`src/common/alut_pkg.sv`:
```
package alut_pkg;

   // ------------------------------------------------------------------
   // widths with a meaning
   // ------------------------------------------------------------------
   typedef logic [47:0] mac_t;    // ethernet address
   typedef logic [1:0]  port_t;   // switch port number
   typedef logic [31:0] stamp_t;  // time value
   typedef logic [4:0]  fwd_t;    // bits 3:0 ports, bit 4 own cpu

   // one table entry, 83 bits
   typedef struct packed {
      logic   valid;
      mac_t   mac;
      port_t  port;
      stamp_t stamp;
   } alut_entry_t;

   // frame under test, from the register bank
   typedef struct packed {
      mac_t  d_addr;
      mac_t  s_addr;
      port_t s_port;
   } frame_req_t;

   // one invalidated entry, valid for a cycle
   typedef struct packed {
      logic  valid;
      mac_t  mac;
      port_t port;
   } inval_evt_t;

   typedef enum logic [1:0] {
      cmd_none  = 2'd0,
      cmd_check = 2'd1,
      cmd_age   = 2'd2,
      cmd_clear = 2'd3
   } alut_cmd_e;

   typedef enum logic [2:0] {
      st_idle, st_scan_chk, st_write_chk, st_scan_age, st_clear
   } ctrl_state_e;

   localparam mac_t bcast_mac = '1;  // broadcast destination

endpackage

```
`src/common/alut_regs_pkg.sv`:
```
package alut_regs_pkg;

   typedef logic [6:0]  apb_addr_t;
   typedef logic [31:0] apb_data_t;

   // ------------------------------------------------------------------
   // register map, one word apart
   // ------------------------------------------------------------------
   localparam apb_addr_t al_frm_d_addr_l   = 7'h00;
   localparam apb_addr_t al_frm_d_addr_u   = 7'h04;  // 16 bits used
   localparam apb_addr_t al_frm_s_addr_l   = 7'h08;
   localparam apb_addr_t al_frm_s_addr_u   = 7'h0C;  // 16 bits used
   localparam apb_addr_t al_s_port         = 7'h10;
   localparam apb_addr_t al_d_port         = 7'h14;  // read only
   localparam apb_addr_t al_mac_addr_l     = 7'h18;
   localparam apb_addr_t al_mac_addr_u     = 7'h1C;
   localparam apb_addr_t al_cur_time       = 7'h20;  // read only
   localparam apb_addr_t al_bb_age         = 7'h24;
   localparam apb_addr_t al_div_clk        = 7'h28;
   localparam apb_addr_t al_command        = 7'h2C;  // write only, self clearing
   localparam apb_addr_t al_status         = 7'h30;  // read clears reused
   localparam apb_addr_t al_lst_inv_addr_l = 7'h34;
   localparam apb_addr_t al_lst_inv_addr_u = 7'h38;
   localparam apb_addr_t al_lst_inv_port   = 7'h3C;

   // reset values
   localparam apb_data_t bb_age_reset = 32'hffff_ffff;  // nothing ages out

endpackage

```
`src/alut_timer.sv`:
```
`timescale 1ns/1ns

module alut_timer
(
   input  logic              pclk26,
   input  logic              n_p_reset26,
   input  logic [7:0]        div_clk,      // ticks every div_clk+1 cycles
   output alut_pkg::stamp_t  curr_time
);
   import alut_pkg::*;

   logic [7:0] pre_q;   // prescaler

   always_ff @(posedge pclk26 or negedge n_p_reset26)
   begin
      if (!n_p_reset26)
      begin
         pre_q     <= '0;
         curr_time <= '0;
      end
      else if (pre_q >= div_clk)                 // also catches a lowered divider
      begin
         pre_q     <= '0;
         curr_time <= curr_time + stamp_t'(1);
      end
      else
         pre_q <= pre_q + 8'd1;
   end

endmodule

```
`src/alut/alut_mem.sv`:
```
`timescale 1ns/1ns

module alut_mem #(
   parameter  int alut_depth = 4,
   localparam int idx_w      = $clog2(alut_depth)
)
(
   input  logic                   pclk26,
   input  logic                   n_p_reset26,
   input  logic [idx_w-1:0]       rd_idx,
   input  logic                   wr_en,
   input  logic [idx_w-1:0]       wr_idx,
   input  alut_pkg::alut_entry_t  wr_entry,
   input  logic                   tbl_clear,
   output alut_pkg::alut_entry_t  rd_entry
);
   import alut_pkg::*;

   alut_entry_t           mem_q [alut_depth];   // payload
   logic [alut_depth-1:0] vld_q;                // valid bits kept apart for clearing

   always_ff @(posedge pclk26 or negedge n_p_reset26)
   begin
      if (!n_p_reset26)
         vld_q <= '0;
      else if (tbl_clear)
         vld_q <= '0;                               // clear all
      else if (wr_en)
         vld_q[wr_idx] <= wr_entry.valid;
   end

   always_ff @(posedge pclk26)
   begin
      if (wr_en)
         mem_q[wr_idx] <= wr_entry;
   end

   // combinational read, same cycle as the index
   always_comb
   begin
      rd_entry       = mem_q[rd_idx];
      rd_entry.valid = vld_q[rd_idx];
   end

endmodule

```
`src/alut/alut_age_checker.sv`:
```
`timescale 1ns/1ns

module alut_age_checker #(
   parameter  int alut_depth = 4,
   localparam int idx_w      = $clog2(alut_depth)
)
(
   input  logic                   pclk26,
   input  logic                   n_p_reset26,
   input  logic                   scan_age,
   input  logic [idx_w-1:0]       scan_idx,
   input  alut_pkg::alut_entry_t  rd_entry,
   input  alut_pkg::stamp_t       curr_time,
   input  alut_pkg::stamp_t       best_bfr_age,
   output logic                   age_wr_en,
   output logic [idx_w-1:0]       age_wr_idx,
   output alut_pkg::alut_entry_t  age_wr_entry,
   output alut_pkg::inval_evt_t   evt_cmd
);
   import alut_pkg::*;

   stamp_t age;       // wraps with the timer
   logic   expired;

   assign age     = curr_time - rd_entry.stamp;
   assign expired = scan_age & rd_entry.valid & (age > best_bfr_age);

   // write back the same slot with valid dropped
   assign age_wr_en    = expired;
   assign age_wr_idx   = scan_idx;
   always_comb
   begin
      age_wr_entry       = rd_entry;
      age_wr_entry.valid = 1'b0;
   end

   // one event per invalidated entry, the last one wins in the bank
   always_ff @(posedge pclk26 or negedge n_p_reset26)
   begin
      if (!n_p_reset26)
         evt_cmd <= '0;
      else
         evt_cmd <= '{valid: expired, mac: rd_entry.mac, port: rd_entry.port};
   end

endmodule

```
`src/alut/alut_addr_checker.sv`:
```
`timescale 1ns/1ns

module alut_addr_checker #(
   parameter  int alut_depth = 4,
   localparam int idx_w      = $clog2(alut_depth)
)
(
   input  logic                   pclk26,
   input  logic                   n_p_reset26,
   input  logic                   scan_chk,
   input  logic                   scan_last,
   input  logic [idx_w-1:0]       scan_idx,
   input  alut_pkg::alut_entry_t  rd_entry,
   input  alut_pkg::frame_req_t   frm,
   input  alut_pkg::mac_t         mac_addr,
   input  alut_pkg::stamp_t       curr_time,
   output logic                   chk_wr_en,
   output logic [idx_w-1:0]       chk_wr_idx,
   output alut_pkg::alut_entry_t  chk_wr_entry,
   output alut_pkg::fwd_t         d_port,
   output alut_pkg::inval_evt_t   evt_nrm
);
   import alut_pkg::*;

   logic             wr_step_q;                       // cycle after the last index
   logic             src_hit_q, dst_hit_q, free_hit_q;
   logic [idx_w-1:0] src_idx_q, free_idx_q, rr_ptr_q;
   port_t            dst_port_q;
   mac_t             victim_mac_q;                    // entry under rr_ptr
   port_t            victim_port_q;
   logic             first;
   logic             replace;

   assign first   = scan_idx == '0;                   // restart the gather
   assign replace = ~src_hit_q & ~free_hit_q;         // table full, unknown source

   // match flags, cleared at the first index of every scan
   always_ff @(posedge pclk26 or negedge n_p_reset26)
   begin
      if (!n_p_reset26)
      begin
         wr_step_q  <= 1'b0;
         src_hit_q  <= 1'b0;
         dst_hit_q  <= 1'b0;
         free_hit_q <= 1'b0;
      end
      else
      begin
         wr_step_q <= scan_chk & scan_last;
         if (scan_chk)
         begin
            src_hit_q  <= (src_hit_q & ~first) |
                          (rd_entry.valid & (rd_entry.mac == frm.s_addr));
            dst_hit_q  <= (dst_hit_q & ~first) |
                          (rd_entry.valid & (rd_entry.mac == frm.d_addr));
            free_hit_q <= (free_hit_q & ~first) | ~rd_entry.valid;
         end
      end
   end

   // payload of the gather, qualified by the flags above
   always_ff @(posedge pclk26)
   begin
      if (scan_chk)
      begin
         if (rd_entry.valid && rd_entry.mac == frm.s_addr)
            src_idx_q <= scan_idx;
         if (rd_entry.valid && rd_entry.mac == frm.d_addr)
            dst_port_q <= rd_entry.port;
         if (!rd_entry.valid && (first || !free_hit_q))
            free_idx_q <= scan_idx;                   // lowest free slot only
         if (scan_idx == rr_ptr_q)
         begin
            victim_mac_q  <= rd_entry.mac;
            victim_port_q <= rd_entry.port;
         end
      end
   end

   // learning write, matching slot, else free slot, else replace slot
   assign chk_wr_en    = wr_step_q;
   assign chk_wr_idx   = src_hit_q ? src_idx_q : free_hit_q ? free_idx_q : rr_ptr_q;
   assign chk_wr_entry = '{valid: 1'b1, mac: frm.s_addr, port: frm.s_port,
                           stamp: curr_time};

   always_ff @(posedge pclk26 or negedge n_p_reset26)
   begin
      if (!n_p_reset26)
      begin
         rr_ptr_q <= '0;
         evt_nrm  <= '0;
         d_port   <= '0;
      end
      else
      begin
         evt_nrm <= '{valid: wr_step_q & replace, mac: victim_mac_q, port: victim_port_q};
         if (wr_step_q && replace)
            rr_ptr_q <= (rr_ptr_q == idx_w'(alut_depth - 1)) ? '0 : rr_ptr_q + 1'b1;
         if (wr_step_q)
         begin
            if (frm.d_addr == mac_addr)
               d_port <= 5'b1_0000;                   // for the cpu itself
            else if (frm.d_addr != bcast_mac && dst_hit_q)
               d_port <= fwd_t'(1) << dst_port_q;
            else
               d_port <= {1'b0, 4'b1111 & ~(4'b0001 << frm.s_port)};  // flood
         end
      end
   end

endmodule

```
`src/alut/alut_ctrl.sv`:
```
`timescale 1ns/1ns

module alut_ctrl #(
   parameter  int alut_depth = 4,
   localparam int idx_w      = $clog2(alut_depth)
)
(
   input  logic                   pclk26,
   input  logic                   n_p_reset26,
   input  alut_pkg::alut_cmd_e    cmd,
   output logic [idx_w-1:0]       scan_idx,
   output logic                   scan_chk,
   output logic                   scan_age,
   output logic                   scan_last,
   output logic                   tbl_clear,
   output logic                   active,
   output logic                   inval_in_prog,
   input  logic                   chk_wr_en,
   input  logic [idx_w-1:0]       chk_wr_idx,
   input  alut_pkg::alut_entry_t  chk_wr_entry,
   input  logic                   age_wr_en,
   input  logic [idx_w-1:0]       age_wr_idx,
   input  alut_pkg::alut_entry_t  age_wr_entry,
   output logic                   wr_en,
   output logic [idx_w-1:0]       wr_idx,
   output alut_pkg::alut_entry_t  wr_entry
);
   import alut_pkg::*;

   localparam logic [idx_w-1:0] last_idx = idx_w'(alut_depth - 1);

   ctrl_state_e      state_q;
   logic [idx_w-1:0] idx_q;
   logic             at_last;

   assign at_last = idx_q == last_idx;

   // ------------------------------------------------------------------
   // sequencer
   // ------------------------------------------------------------------
   always_ff @(posedge pclk26 or negedge n_p_reset26)
   begin
      if (!n_p_reset26)
      begin
         state_q <= st_idle;
         idx_q   <= '0;
      end
      else
      begin
         case (state_q)
            st_idle :
            begin
               idx_q <= '0;
               case (cmd)                  // busy commands never reach here
                  cmd_check : state_q <= st_scan_chk;
                  cmd_age   : state_q <= st_scan_age;
                  cmd_clear : state_q <= st_clear;
                  default   : state_q <= st_idle;
               endcase
            end
            st_scan_chk :
            begin
               idx_q <= at_last ? '0 : idx_q + 1'b1;
               if (at_last)
                  state_q <= st_write_chk;  // one learning write
            end
            st_scan_age :
            begin
               idx_q <= at_last ? '0 : idx_q + 1'b1;
               if (at_last)
                  state_q <= st_idle;
            end
            default : state_q <= st_idle;   // write_chk and clear last one cycle
         endcase
      end
   end

   assign scan_idx      = idx_q;
   assign scan_chk      = state_q == st_scan_chk;
   assign scan_age      = state_q == st_scan_age;
   assign scan_last     = (scan_chk | scan_age) & at_last;
   assign tbl_clear     = state_q == st_clear;
   assign active        = scan_chk | (state_q == st_write_chk);
   assign inval_in_prog = scan_age;

   // table write port follows whichever checker owns the state
   always_comb
   begin
      wr_en    = 1'b0;
      wr_idx   = chk_wr_idx;
      wr_entry = chk_wr_entry;
      if (state_q == st_write_chk)
         wr_en = chk_wr_en;
      else if (scan_age)
      begin
         wr_en    = age_wr_en;
         wr_idx   = age_wr_idx;
         wr_entry = age_wr_entry;
      end
   end

endmodule

```
`src/alut/alut_reg_bank.sv`:
```
`timescale 1ns/1ns

module alut_reg_bank
(
   input  logic                      pclk26,
   input  logic                      n_p_reset26,
   input  logic                      psel,
   input  logic                      penable,
   input  logic                      pwrite,
   input  alut_regs_pkg::apb_addr_t  paddr,
   input  alut_regs_pkg::apb_data_t  pwdata,
   input  alut_pkg::stamp_t          curr_time,
   input  logic                      active,          // check running
   input  logic                      inval_in_prog,   // sweep running
   input  alut_pkg::fwd_t            d_port,
   input  alut_pkg::inval_evt_t      evt_nrm,         // eviction by learning
   input  alut_pkg::inval_evt_t      evt_cmd,         // invalidation by sweep
   output alut_regs_pkg::apb_data_t  prdata,
   output alut_pkg::frame_req_t      frm,
   output alut_pkg::mac_t            mac_addr,
   output alut_pkg::stamp_t          best_bfr_age,
   output logic [7:0]                div_clk,
   output alut_pkg::alut_cmd_e       cmd
);
   import alut_pkg::*;
   import alut_regs_pkg::*;

   logic  rd_en;          // setup phase of a read
   logic  wr_en;          // access phase of a write
   logic  busy;           // status bit 0
   logic  reused;         // sticky, full table overwrite
   mac_t  lst_inv_addr;
   port_t lst_inv_port;

   assign rd_en = psel & ~penable & ~pwrite;
   assign wr_en = psel & penable & pwrite;
   // a pending command already counts as busy for polling software
   assign busy  = active | (cmd != cmd_none);

   // ------------------------------------------------------------------
   // writable registers
   // ------------------------------------------------------------------
   always_ff @(posedge pclk26 or negedge n_p_reset26)
   begin
      if (!n_p_reset26)
      begin
         frm          <= '0;
         mac_addr     <= '0;
         best_bfr_age <= bb_age_reset;
         div_clk      <= '0;
      end
      else if (wr_en)
      begin
         case (paddr)
            al_frm_d_addr_l : frm.d_addr[31:0]  <= pwdata;
            al_frm_d_addr_u : frm.d_addr[47:32] <= pwdata[15:0];
            al_frm_s_addr_l : frm.s_addr[31:0]  <= pwdata;
            al_frm_s_addr_u : frm.s_addr[47:32] <= pwdata[15:0];
            al_s_port       : frm.s_port        <= pwdata[1:0];
            al_mac_addr_l   : mac_addr[31:0]    <= pwdata;
            al_mac_addr_u   : mac_addr[47:32]   <= pwdata[15:0];
            al_bb_age       : best_bfr_age      <= pwdata;
            al_div_clk      : div_clk           <= pwdata[7:0];
            default         : ;                 // read only or unmapped
         endcase
      end
   end

   // command lives for one cycle only
   always_ff @(posedge pclk26 or negedge n_p_reset26)
   begin
      if (!n_p_reset26)
         cmd <= cmd_none;
      else if (cmd != cmd_none)
         cmd <= cmd_none;
      else if (wr_en && paddr == al_command)
         cmd <= alut_cmd_e'(pwdata[1:0]);
   end

   // ------------------------------------------------------------------
   // status and last invalidated entry
   // ------------------------------------------------------------------
   always_ff @(posedge pclk26 or negedge n_p_reset26)
   begin
      if (!n_p_reset26)
         reused <= 1'b0;
      else if (evt_nrm.valid)
         reused <= 1'b1;                           // set wins over clear
      else if (rd_en && paddr == al_status && !busy)
         reused <= 1'b0;                           // read to clear
   end

   always_ff @(posedge pclk26 or negedge n_p_reset26)
   begin
      if (!n_p_reset26)
      begin
         lst_inv_addr <= '0;
         lst_inv_port <= '0;
      end
      else if (evt_nrm.valid)         // learning eviction first
      begin
         lst_inv_addr <= evt_nrm.mac;
         lst_inv_port <= evt_nrm.port;
      end
      else if (evt_cmd.valid)
      begin
         lst_inv_addr <= evt_cmd.mac;
         lst_inv_port <= evt_cmd.port;
      end
   end

   // registered read mux, zero outside the access phase
   always_ff @(posedge pclk26 or negedge n_p_reset26)
   begin
      if (!n_p_reset26)
         prdata <= '0;
      else if (rd_en)
      begin
         case (paddr)
            al_frm_d_addr_l   : prdata <= frm.d_addr[31:0];
            al_frm_d_addr_u   : prdata <= {16'd0, frm.d_addr[47:32]};
            al_frm_s_addr_l   : prdata <= frm.s_addr[31:0];
            al_frm_s_addr_u   : prdata <= {16'd0, frm.s_addr[47:32]};
            al_s_port         : prdata <= {30'd0, frm.s_port};
            al_d_port         : prdata <= {27'd0, d_port};
            al_mac_addr_l     : prdata <= mac_addr[31:0];
            al_mac_addr_u     : prdata <= {16'd0, mac_addr[47:32]};
            al_cur_time       : prdata <= curr_time;
            al_bb_age         : prdata <= best_bfr_age;
            al_div_clk        : prdata <= {24'd0, div_clk};
            al_status         : prdata <= {29'd0, reused, inval_in_prog, busy};
            al_lst_inv_addr_l : prdata <= lst_inv_addr[31:0];
            al_lst_inv_addr_u : prdata <= {16'd0, lst_inv_addr[47:32]};
            al_lst_inv_port   : prdata <= {30'd0, lst_inv_port};
            default           : prdata <= '0;
         endcase
      end
      else
         prdata <= '0;
   end

endmodule

```
`src/alut/alut_top.sv`:
```
`timescale 1ns/1ns

module alut_top #(
   parameter  int alut_depth = 4,
   localparam int idx_w      = $clog2(alut_depth)
)
(
   input  logic                      pclk26,
   input  logic                      n_p_reset26,
   input  logic                      psel,
   input  logic                      penable,
   input  logic                      pwrite,
   input  alut_regs_pkg::apb_addr_t  paddr,
   input  alut_regs_pkg::apb_data_t  pwdata,
   output alut_regs_pkg::apb_data_t  prdata
);
   import alut_pkg::*;

   // ------------------------------------------------------------------
   // configuration and results
   // ------------------------------------------------------------------
   frame_req_t  frm;
   mac_t        mac_addr;
   stamp_t      best_bfr_age, curr_time;
   logic [7:0]  div_clk;
   alut_cmd_e   cmd;
   fwd_t        d_port;
   inval_evt_t  evt_nrm, evt_cmd;
   logic        active, inval_in_prog;

   // scan and table write
   logic [idx_w-1:0] scan_idx, chk_wr_idx, age_wr_idx, wr_idx;
   logic             scan_chk, scan_age, scan_last, tbl_clear;
   logic             chk_wr_en, age_wr_en, wr_en;
   alut_entry_t      rd_entry, chk_wr_entry, age_wr_entry, wr_entry;

   alut_reg_bank u_reg_bank (.pclk26, .n_p_reset26, .psel, .penable, .pwrite, .paddr,
      .pwdata, .curr_time, .active, .inval_in_prog, .d_port, .evt_nrm, .evt_cmd,
      .prdata, .frm, .mac_addr, .best_bfr_age, .div_clk, .cmd);

   alut_ctrl #(.alut_depth(alut_depth)) u_ctrl (.pclk26, .n_p_reset26, .cmd,
      .scan_idx, .scan_chk, .scan_age, .scan_last, .tbl_clear, .active, .inval_in_prog,
      .chk_wr_en, .chk_wr_idx, .chk_wr_entry, .age_wr_en, .age_wr_idx, .age_wr_entry,
      .wr_en, .wr_idx, .wr_entry);

   alut_addr_checker #(.alut_depth(alut_depth)) u_addr_checker (.pclk26, .n_p_reset26,
      .scan_chk, .scan_last, .scan_idx, .rd_entry, .frm, .mac_addr, .curr_time,
      .chk_wr_en, .chk_wr_idx, .chk_wr_entry, .d_port, .evt_nrm);

   alut_age_checker #(.alut_depth(alut_depth)) u_age_checker (.pclk26, .n_p_reset26,
      .scan_age, .scan_idx, .rd_entry, .curr_time, .best_bfr_age,
      .age_wr_en, .age_wr_idx, .age_wr_entry, .evt_cmd);

   alut_mem #(.alut_depth(alut_depth)) u_mem (.pclk26, .n_p_reset26, .rd_idx(scan_idx),
      .wr_en, .wr_idx, .wr_entry, .tbl_clear, .rd_entry);

   alut_timer u_timer (.pclk26, .n_p_reset26, .div_clk, .curr_time);

endmodule

```
`config.mk`:
```
export PLATFORM = sky130hd
export DESIGN_NAME = alut_top
export DESIGN_NICKNAME = d
export VERILOG_FILES = /design/src/common/alut_pkg.sv /design/src/common/alut_regs_pkg.sv /design/src/alut_timer.sv /design/src/alut/alut_mem.sv /design/src/alut/alut_age_checker.sv /design/src/alut/alut_addr_checker.sv /design/src/alut/alut_ctrl.sv /design/src/alut/alut_reg_bank.sv /design/src/alut/alut_top.sv
export SDC_FILE = /design/constraint.sdc
export NUM_CORES = 1
export LEC_CHECK = 0
export ABC_AREA = 0
export BUFFER_PORTS_ARGS = -buffer_cell sky130_fd_sc_hd__buf_2
export CELL_PAD_IN_SITES_DETAIL_PLACEMENT = 0
export CELL_PAD_IN_SITES_GLOBAL_PLACEMENT = 1
export CORE_ASPECT_RATIO = 0.75
export CORE_MARGIN = 10
export CORE_UTILIZATION = 40
export CTS_BUF_LIST = sky130_fd_sc_hd__clkbuf_8
export DETAILED_ROUTE_END_ITERATION = 16
export PLACE_DENSITY = 0.62
export SLEW_MARGIN = 20
export SYNTH_ARGS = -nofsm -noshare
export SYNTH_HDL_FRONTEND = slang
export SYNTH_HIERARCHICAL = 1
export SYNTH_SLANG_ARGS = --single-unit
export TNS_END_PERCENT = 10
```
`constraint.sdc`:
```
create_clock -name pclk26 -period 16.79 [get_ports pclk26]
set_clock_uncertainty 0.1 [all_clocks]
set_input_delay 0 -clock pclk26 [delete_from_list [all_inputs] [get_ports pclk26]]
set_output_delay 0 -clock pclk26 [all_outputs]
set_load 0.05 [all_outputs]
```
==> metrics.cfg, run 1 <==
[placed_design]
place.gp.congestion = 0.919
placed_area_sq_um = 39300
port_buffers = 75
hpwl_mm = 84.8
dp_cells = 3880

[detailed_routing]
wl_mm = 125
ant_nets = 0
drt-vias-per-instance = 5.72
firstDrtPassIters = 6
wl_per_cell_microns = 29.8
vias = 24096
drc = 0
first_iter_violations = 3162

[die]
die-height_microns = 290
rows = 98
start_util = 0.405
boundaryPins = 76
die_w_microns = 380
coreArea_sq_um = 95900
die_area_sq_um = 110000

[timing]
final-setup-viol-count = 0
rsz0062_at_grt = false
maxSlewViolCount = 0
setup-tns-final_ns = 0
period_share = 0.533
final.min_clock_period_ns = 8.96
finalHoldViolations = 0
relSlewSlack = 0.0712
clock.fmax_mhz = 112
tightestPinTransition_ns = 1.36

[synthesis]
synth_edf_count = 384
synth_seq_cells = 817
synth_nets = 2871
yosysTopAreaCell = edfxtp_1
synth_cells = 2749
synthesis.area_sq_um = 38800
synth.distinct_cells = 100
ys.warnings.count = 6
syn_area_per_cell_sq_um = 14.1
synth_seq_area_share = 0.577
yosysMostFrequentCell = dfrtp_1
async_flop_share = 0.530
synth-main-ff-cell = dfrtp_1
synth_common_cells = 401 x dfrtp_1, 384 x edfxtp_1, 192 x mux2_2
netlist_top_cells_area = edfxtp_1 30%, dfrtp_1 26%, mux2_2 5.6%, mux4_2 5.1%, buf_4 3.5%
synth_top_area_share = 0.297

[clock_tree]
cts-root-buf = clkbuf_8
clock_latency_ns = 0.84
cts-buffers-inserted = 137
cts.repair.resized = 0
cts_setup_buffers = 0
h-tree-depth = 4
cts_hold_buf = 76
cts_tree = built
path_clk_slew_ns = 0.06
cts.path.max_buffers = 3
cts.sink_count = 817

[grt]
antenna_found_initial = 10
grt_max_degree = 89
grt_usage = 0.223
grt_pass1_wl_mm = 180
gr-total-overflow = 0
grt_pass1_vias = 23933

[setup_path]
reg2reg_depth = 22
worstSetupPathType = reg2reg
required_ns = 17.11
worst_ep_arrival_time_ns = 9.28
reg2reg_setup_slack_ns = 7.83
critPathLaunchType = register
r2r-start = u_ctrl/scan_idx[1]
endpoint_kind = register
r2r-end = u_mem/mem_q[2][32]
cp_max_fo = 49

[min_path]
holdPathStages = 5
hold_end = u_reg_bank/prdata[14]
hold_path_class = in2reg
hold_path.startpoint = paddr[4]

[power_and_ir_drop]
irDropWorstVdd_mv = 0.0749
swShare = 0.264
seqPwrFrac = 0.508
combPwrFrac = 0.089
cell_internal_pwr_mw = 3.17
power.switching_mw = 1.14
clockPowerShare = 0.402
power_density_nw_per_um2 = 101
p_leak_nw = 17.3

[status]
status = finished clean

[final_layout]
area_growth_pct = 10.0
drive_above_1_share = 0.251
stdcell_count = 4213
final_net_count = 2917
design_area_sq_um = 42700

[job]
max-cap-violations = 0

## layout by cell type, fill, tap and decap left out, types with 11 or more instances in the layout
master         instances
a22oi_1               12
dfstp_2               32
mux2_4                59
nand3_1               37
a31oi_1               12
nor3_1                22
a222oi_1              17
a21oi_1               87
mux2_2               192
nor4_1                37
mux2_1                41
nor2_1                45
clkbuf_8             154
ha_1                  77
mux2i_1               91
mux4_2                88
xor2_1               128
edfxtp_1             384
o21ai_0               86
inv_1                148
a22o_1                37
buf_2                 74
nand4_1               46
dfrtp_1              397
and2_1                17
xnor2_1               76
clkinv_2              11
clkinv_1              17
dlygate4sd3_1         75
a21o_1                29
nor2b_1               13
nand2_1              130
buf_4                 37
o22ai_1               13
## metrics by stage
step	setup slack (ns)	total power [mW]	hold WS (ns)	utilization
2_1_floorplan	5.19	2.44	-0.396	-
3_3_place_gp	8.09	2.58	-0.0309	0.410
3_5_place_dp	7.97	2.59	-0.0229	0.410
4_1_cts	7.89	4.35	0.000695	0.446
5_1_grt	7.47	4.48	0.0475	0.446
6_report	7.83	4.31	0.0751	0.446
## layer usage
metal  wire [microns]  GRT usage  part of all wire
met1            58700      0.340              0.47
met5               23          0           0.00018
met3            12400     0.0598             0.099
met2            51600      0.306              0.41
met4             2690     0.0625             0.021
## worst max path at each step
stage                             startpoint                  to  cells past startpoint  slack, ns
after floorplan           u_ctrl/scan_idx[0]      u_mem/vld_q[0]                     23       5.19
after CTS                 u_ctrl/scan_idx[1]  u_mem/mem_q[1][24]                     22       7.89
after global routing      u_ctrl/scan_idx[1]      u_mem/vld_q[2]                     23       7.47
final                     u_ctrl/scan_idx[1]  u_mem/mem_q[2][32]                     22       7.83
after detailed placement  u_ctrl/scan_idx[1]  u_mem/mem_q[1][25]                     22       7.97
after global placement    u_ctrl/scan_idx[1]  u_mem/mem_q[1][23]                     22       8.09
## state kept, by name, indices dropped and copies added (netlist names), 32 cells and up
name                         cells
u_addr_checker/victim_mac_q     48
u_addr_checker/evt_nrm          51
u_reg_bank/frm                  98
u_reg_bank/lst_inv_addr         48
u_timer/curr_time               32
u_reg_bank/mac_addr             48
u_reg_bank/prdata               32
u_mem/mem_q                    328
u_reg_bank/best_bfr_age         32
u_age_checker/evt_cmd           51
## critical path, stage by stage, from the launching register on
cell and delay, ns:
dfrtp_4 0.81, buf_4 0.63, buf_4 0.55, mux4_2 0.39
inv_1 0.07, ha_1 0.28, a21oi_1 0.21, o21ai_1 0.12
nand2b_1 0.17, a221oi_2 0.44, a211oi_1 0.18, or4b_1 0.53
nand3_1 0.10, ha_1 0.15, nand4_1 0.16, or4_1 0.50
o211ai_1 0.11, a21oi_1 0.06, a211oi_1 0.54, mux2i_1 0.16
nor3b_1 0.49, and3b_4 0.75, buf_4 0.74
## kinds of logic (layout without fill, tap and decap cells)
kind of cell / after synthesis / in the layout / synth area share
buffers and inverters: 380 / 541 / 0.0608
AOI/OAI and AO/OA: 361 / 361 / 0.0621
and+or+nand+nor: 436 / 436 / 0.0641
adders and majority gates: 78 / 78 / 0.0253
other: 2 / 5 / 0.000193
muxes: 471 / 471 / 0.165
xor gates and xnor gates: 204 / 204 / 0.0460
DFF: 817 / 817 / 0.577
## power by group through the flow
stage	Sequential, mW	Clock (mW)	Combinational (mW)
2_1_floorplan	2.20	0	0.241
3_3_place_gp	2.23	0	0.355
3_5_place_dp	2.23	0	0.361
4_1_cts	2.19	1.78	0.379
5_1_grt	2.19	1.88	0.414
6_report	2.19	1.73	0.385
## area by class of cell
| cell class | count | area, sq um |
|---|---|---|
| Clock inverter | 100 | 549 |
| Antenna cell | 3 | 7.51 |
| Timing Repair Buffer | 191 | 1480 |
| Multi-Input combinational cell | 1552 | 14200 |
| Fill cell | 8697 | 53200 |
| Clock buffer | 154 | 2120 |
| Sequential cell | 817 | 22400 |
| Inverter | 96 | 360 |
| Tap cell | 1300 | 1630 |
Note: power is estimated with default switching activity, not from simulation.
==> run 2, diff against run 1 <==
clock period = 8.9 ns   (was 16.79 ns; I/O delays follow)
==> run 2 against run 1 <==
Register-to-register slack worse by 6.5 ns; sequential share of layout area down 0.31 points; core utilization up 0.27 points; final cell count up 0.17%; first-iteration DRC count down 9.8%; clock power up 95%; routed wire length down 0.86%; worst setup slack worse by 6.5 ns; critical path depth unchanged.
==> metrics.cfg, run 2 (synthesized netlist as in run 1, its figures left out) <==
[timing]
maxSlewViolCount = 0
relSlewSlack = 0.119
period_share = 0.852
finalHoldViolations = 0
final-setup-viol-count = 0
tightestPinTransition_ns = 1.31
hold_slack_ns = 0.0951
setup-tns-final_ns = 0
clock.fmax_mhz = 132
final.min_clock_period_ns = 7.58
rsz0062_at_grt = false

[die]
rows = 98
boundaryPins = 76
die_area_sq_um = 110000
start_util = 0.405
coreArea_sq_um = 95900
die_w_microns = 380
die-height_microns = 290

[grt]
grt_usage = 0.221
grt_pass1_vias = 24113
grt_max_degree = 149
antenna_found_initial = 11
gr-total-overflow = 0
grt_pass1_wl_mm = 179

[job]
max-cap-violations = 0

[final_layout]
layout_common_cells = 397 x dfrtp_1, 384 x edfxtp_1, 192 x mux2_2
area_growth_pct = 10.7
final_net_count = 2926
drive_above_1_share = 0.255
reg_top3 = u_mem/mem_q x328, u_reg_bank/frm x98
largest_reg_flops = 328
fill_cells = 8699
regMostFlops = u_mem/mem_q
final_common_cell = dfrtp_1

[setup_path]
crit_slowest_cell = dfrtp_4
required_ns = 9.31
r2r-start = u_ctrl/scan_idx[0]
cp-startpoint = u_ctrl/scan_idx[0]
slowest_delay_ns = 1.00
worst_ep_arrival_time_ns = 7.99
cp_max_fo = 41
worstSetupPathType = reg2reg
endpoint_kind = register
cp_num_buf_inv = 3
critPathLaunchType = register
cp_cell_sequence = mux4_2 -> ha_1 -> inv_1 -> fa_1 -> a21oi_1 -> o21ai_0 -> a211o_1 -> o21ai_1 -> a211oi_1 -> or4b_1 -> nand3_1 -> ha_1 -> nand4_1 -> or4_1 -> o211ai_1 -> a21oi_1 -> a211oi_1 -> buf_4 -> mux2i_1 -> nor3b_1 -> nor3b_4 -> buf_4
cp_top_family = simple AND/OR/NAND/NOR gates

[min_path]
hold_path.startpoint = pwdata[1]
hold_path_class = in2reg

[clock_tree]
path_clk_slew_ns = 0.07
cts-buffers-inserted = 134
cts_tree = built
cts.sink_count = 817
cts-root-buf = clkbuf_8
cts_setup_buffers = 0
h-tree-depth = 4
clock_latency_ns = 0.84
cts.repair.resized = 0
cts_hold_buf = 80
cts.path.max_buffers = 3

[detailed_routing]
wl_per_cell_microns = 29.5
first_iter_violations = 2853
drt-vias-per-instance = 5.76
wl_mm = 124
firstDrtPassIters = 8
ant_nets = 0
vias = 24300
drc = 0

[power_and_ir_drop]
irDropWorstVdd_mv = 0.140
seqPwrFrac = 0.504
swShare = 0.260
power.switching_mw = 2.13
power_density_nw_per_um2 = 191
power_mw = 8.20
combPwrFrac = 0.085
cell_internal_pwr_mw = 6.07
clockPowerShare = 0.411
p_leak_nw = 17.4

[placed_design]
port_buffers = 75
hpwl_mm = 85.1
place.gp.congestion = 0.938

[status]
status = finished clean

run 2: layer usage:
metal  GRT usage  part of all wire  vias to the layer above
li1            -                 -                    10208
met1       0.339              0.47                    12646
met2       0.299              0.41                     1231
met3      0.0538             0.099                      207
met4      0.0722             0.026                        8
met5           0            0.0010                        -
run 2: worst register-to-register path, cell delays in order, from the launching register on:
cell	delay [ns]
dfrtp_4	1.00
mux4_2	0.43
ha_1	0.17
inv_1	0.05
fa_1	0.40
a21oi_1	0.20
o21ai_0	0.21
a211o_1	0.40
o21ai_1	0.41
a211oi_1	0.18
or4b_1	0.54
nand3_1	0.10
ha_1	0.14
nand4_1	0.14
or4_1	0.50
o211ai_1	0.11
a21oi_1	0.07
a211oi_1	0.27
buf_4	0.20
mux2i_1	0.08
nor3b_1	0.43
nor3b_4	0.70
buf_4	0.41
run 2: power groups by stage:
stage	sequential, mW	combinational [mW]	clock (mW)
after floorplan	4.15	0.454	0
after global placement	4.21	0.643	0
after detailed placement	4.21	0.657	0
after CTS	4.14	0.692	3.46
after global routing	4.14	0.758	3.65
final	4.14	0.698	3.37
run 2: worst paths after layout:
path	end	cells past startpoint	slack [ns]
setup / recovery	u_mem/mem_q[0][23]	22	1.32
hold / removal	u_reg_bank/cmd[1]	3	0.1
setup reg to reg	u_mem/mem_q[0][23]	22	1.32
hold reg to reg	u_addr_checker/evt_nrm[24]	0	0.24
max in group asynchronous	u_reg_bank/prdata[29]	5	6.70
min in group asynchronous	u_reg_bank/best_bfr_age[15]	3	0.29
run 2: layout make-up:
type | count | area, sq um | share of cell area
flip-flops and latches | 817 | 22400 | 0.522
multi-input cells | 1552 | 14200 | 0.330
clock buffers | 154 | 2120 | 0.0493
repair buffers | 203 | 1660 | 0.0386
well taps | 1300 | 1630 | 0.0378
clock inverters | 95 | 621 | 0.0144
inverters | 96 | 360 | 0.00838
diodes | 3 | 7.51 | 0.000175
run 2: metrics by stage:
| stage | area, sq um | setup slack [ns] | instances | utilization |
|---|---|---|---|---|
| floorplan | 38900 | 0.339 | 2749 | - |
| global placement | 39400 | 1.41 | 3887 | 0.411 |
| detailed placement | 39400 | 1.25 | 3888 | 0.411 |
| CTS | 43000 | 1.22 | 4217 | 0.448 |
| global route | 43000 | 0.787 | 4219 | 0.448 |
| finish | 43000 | 1.32 | 4220 | 0.448 |
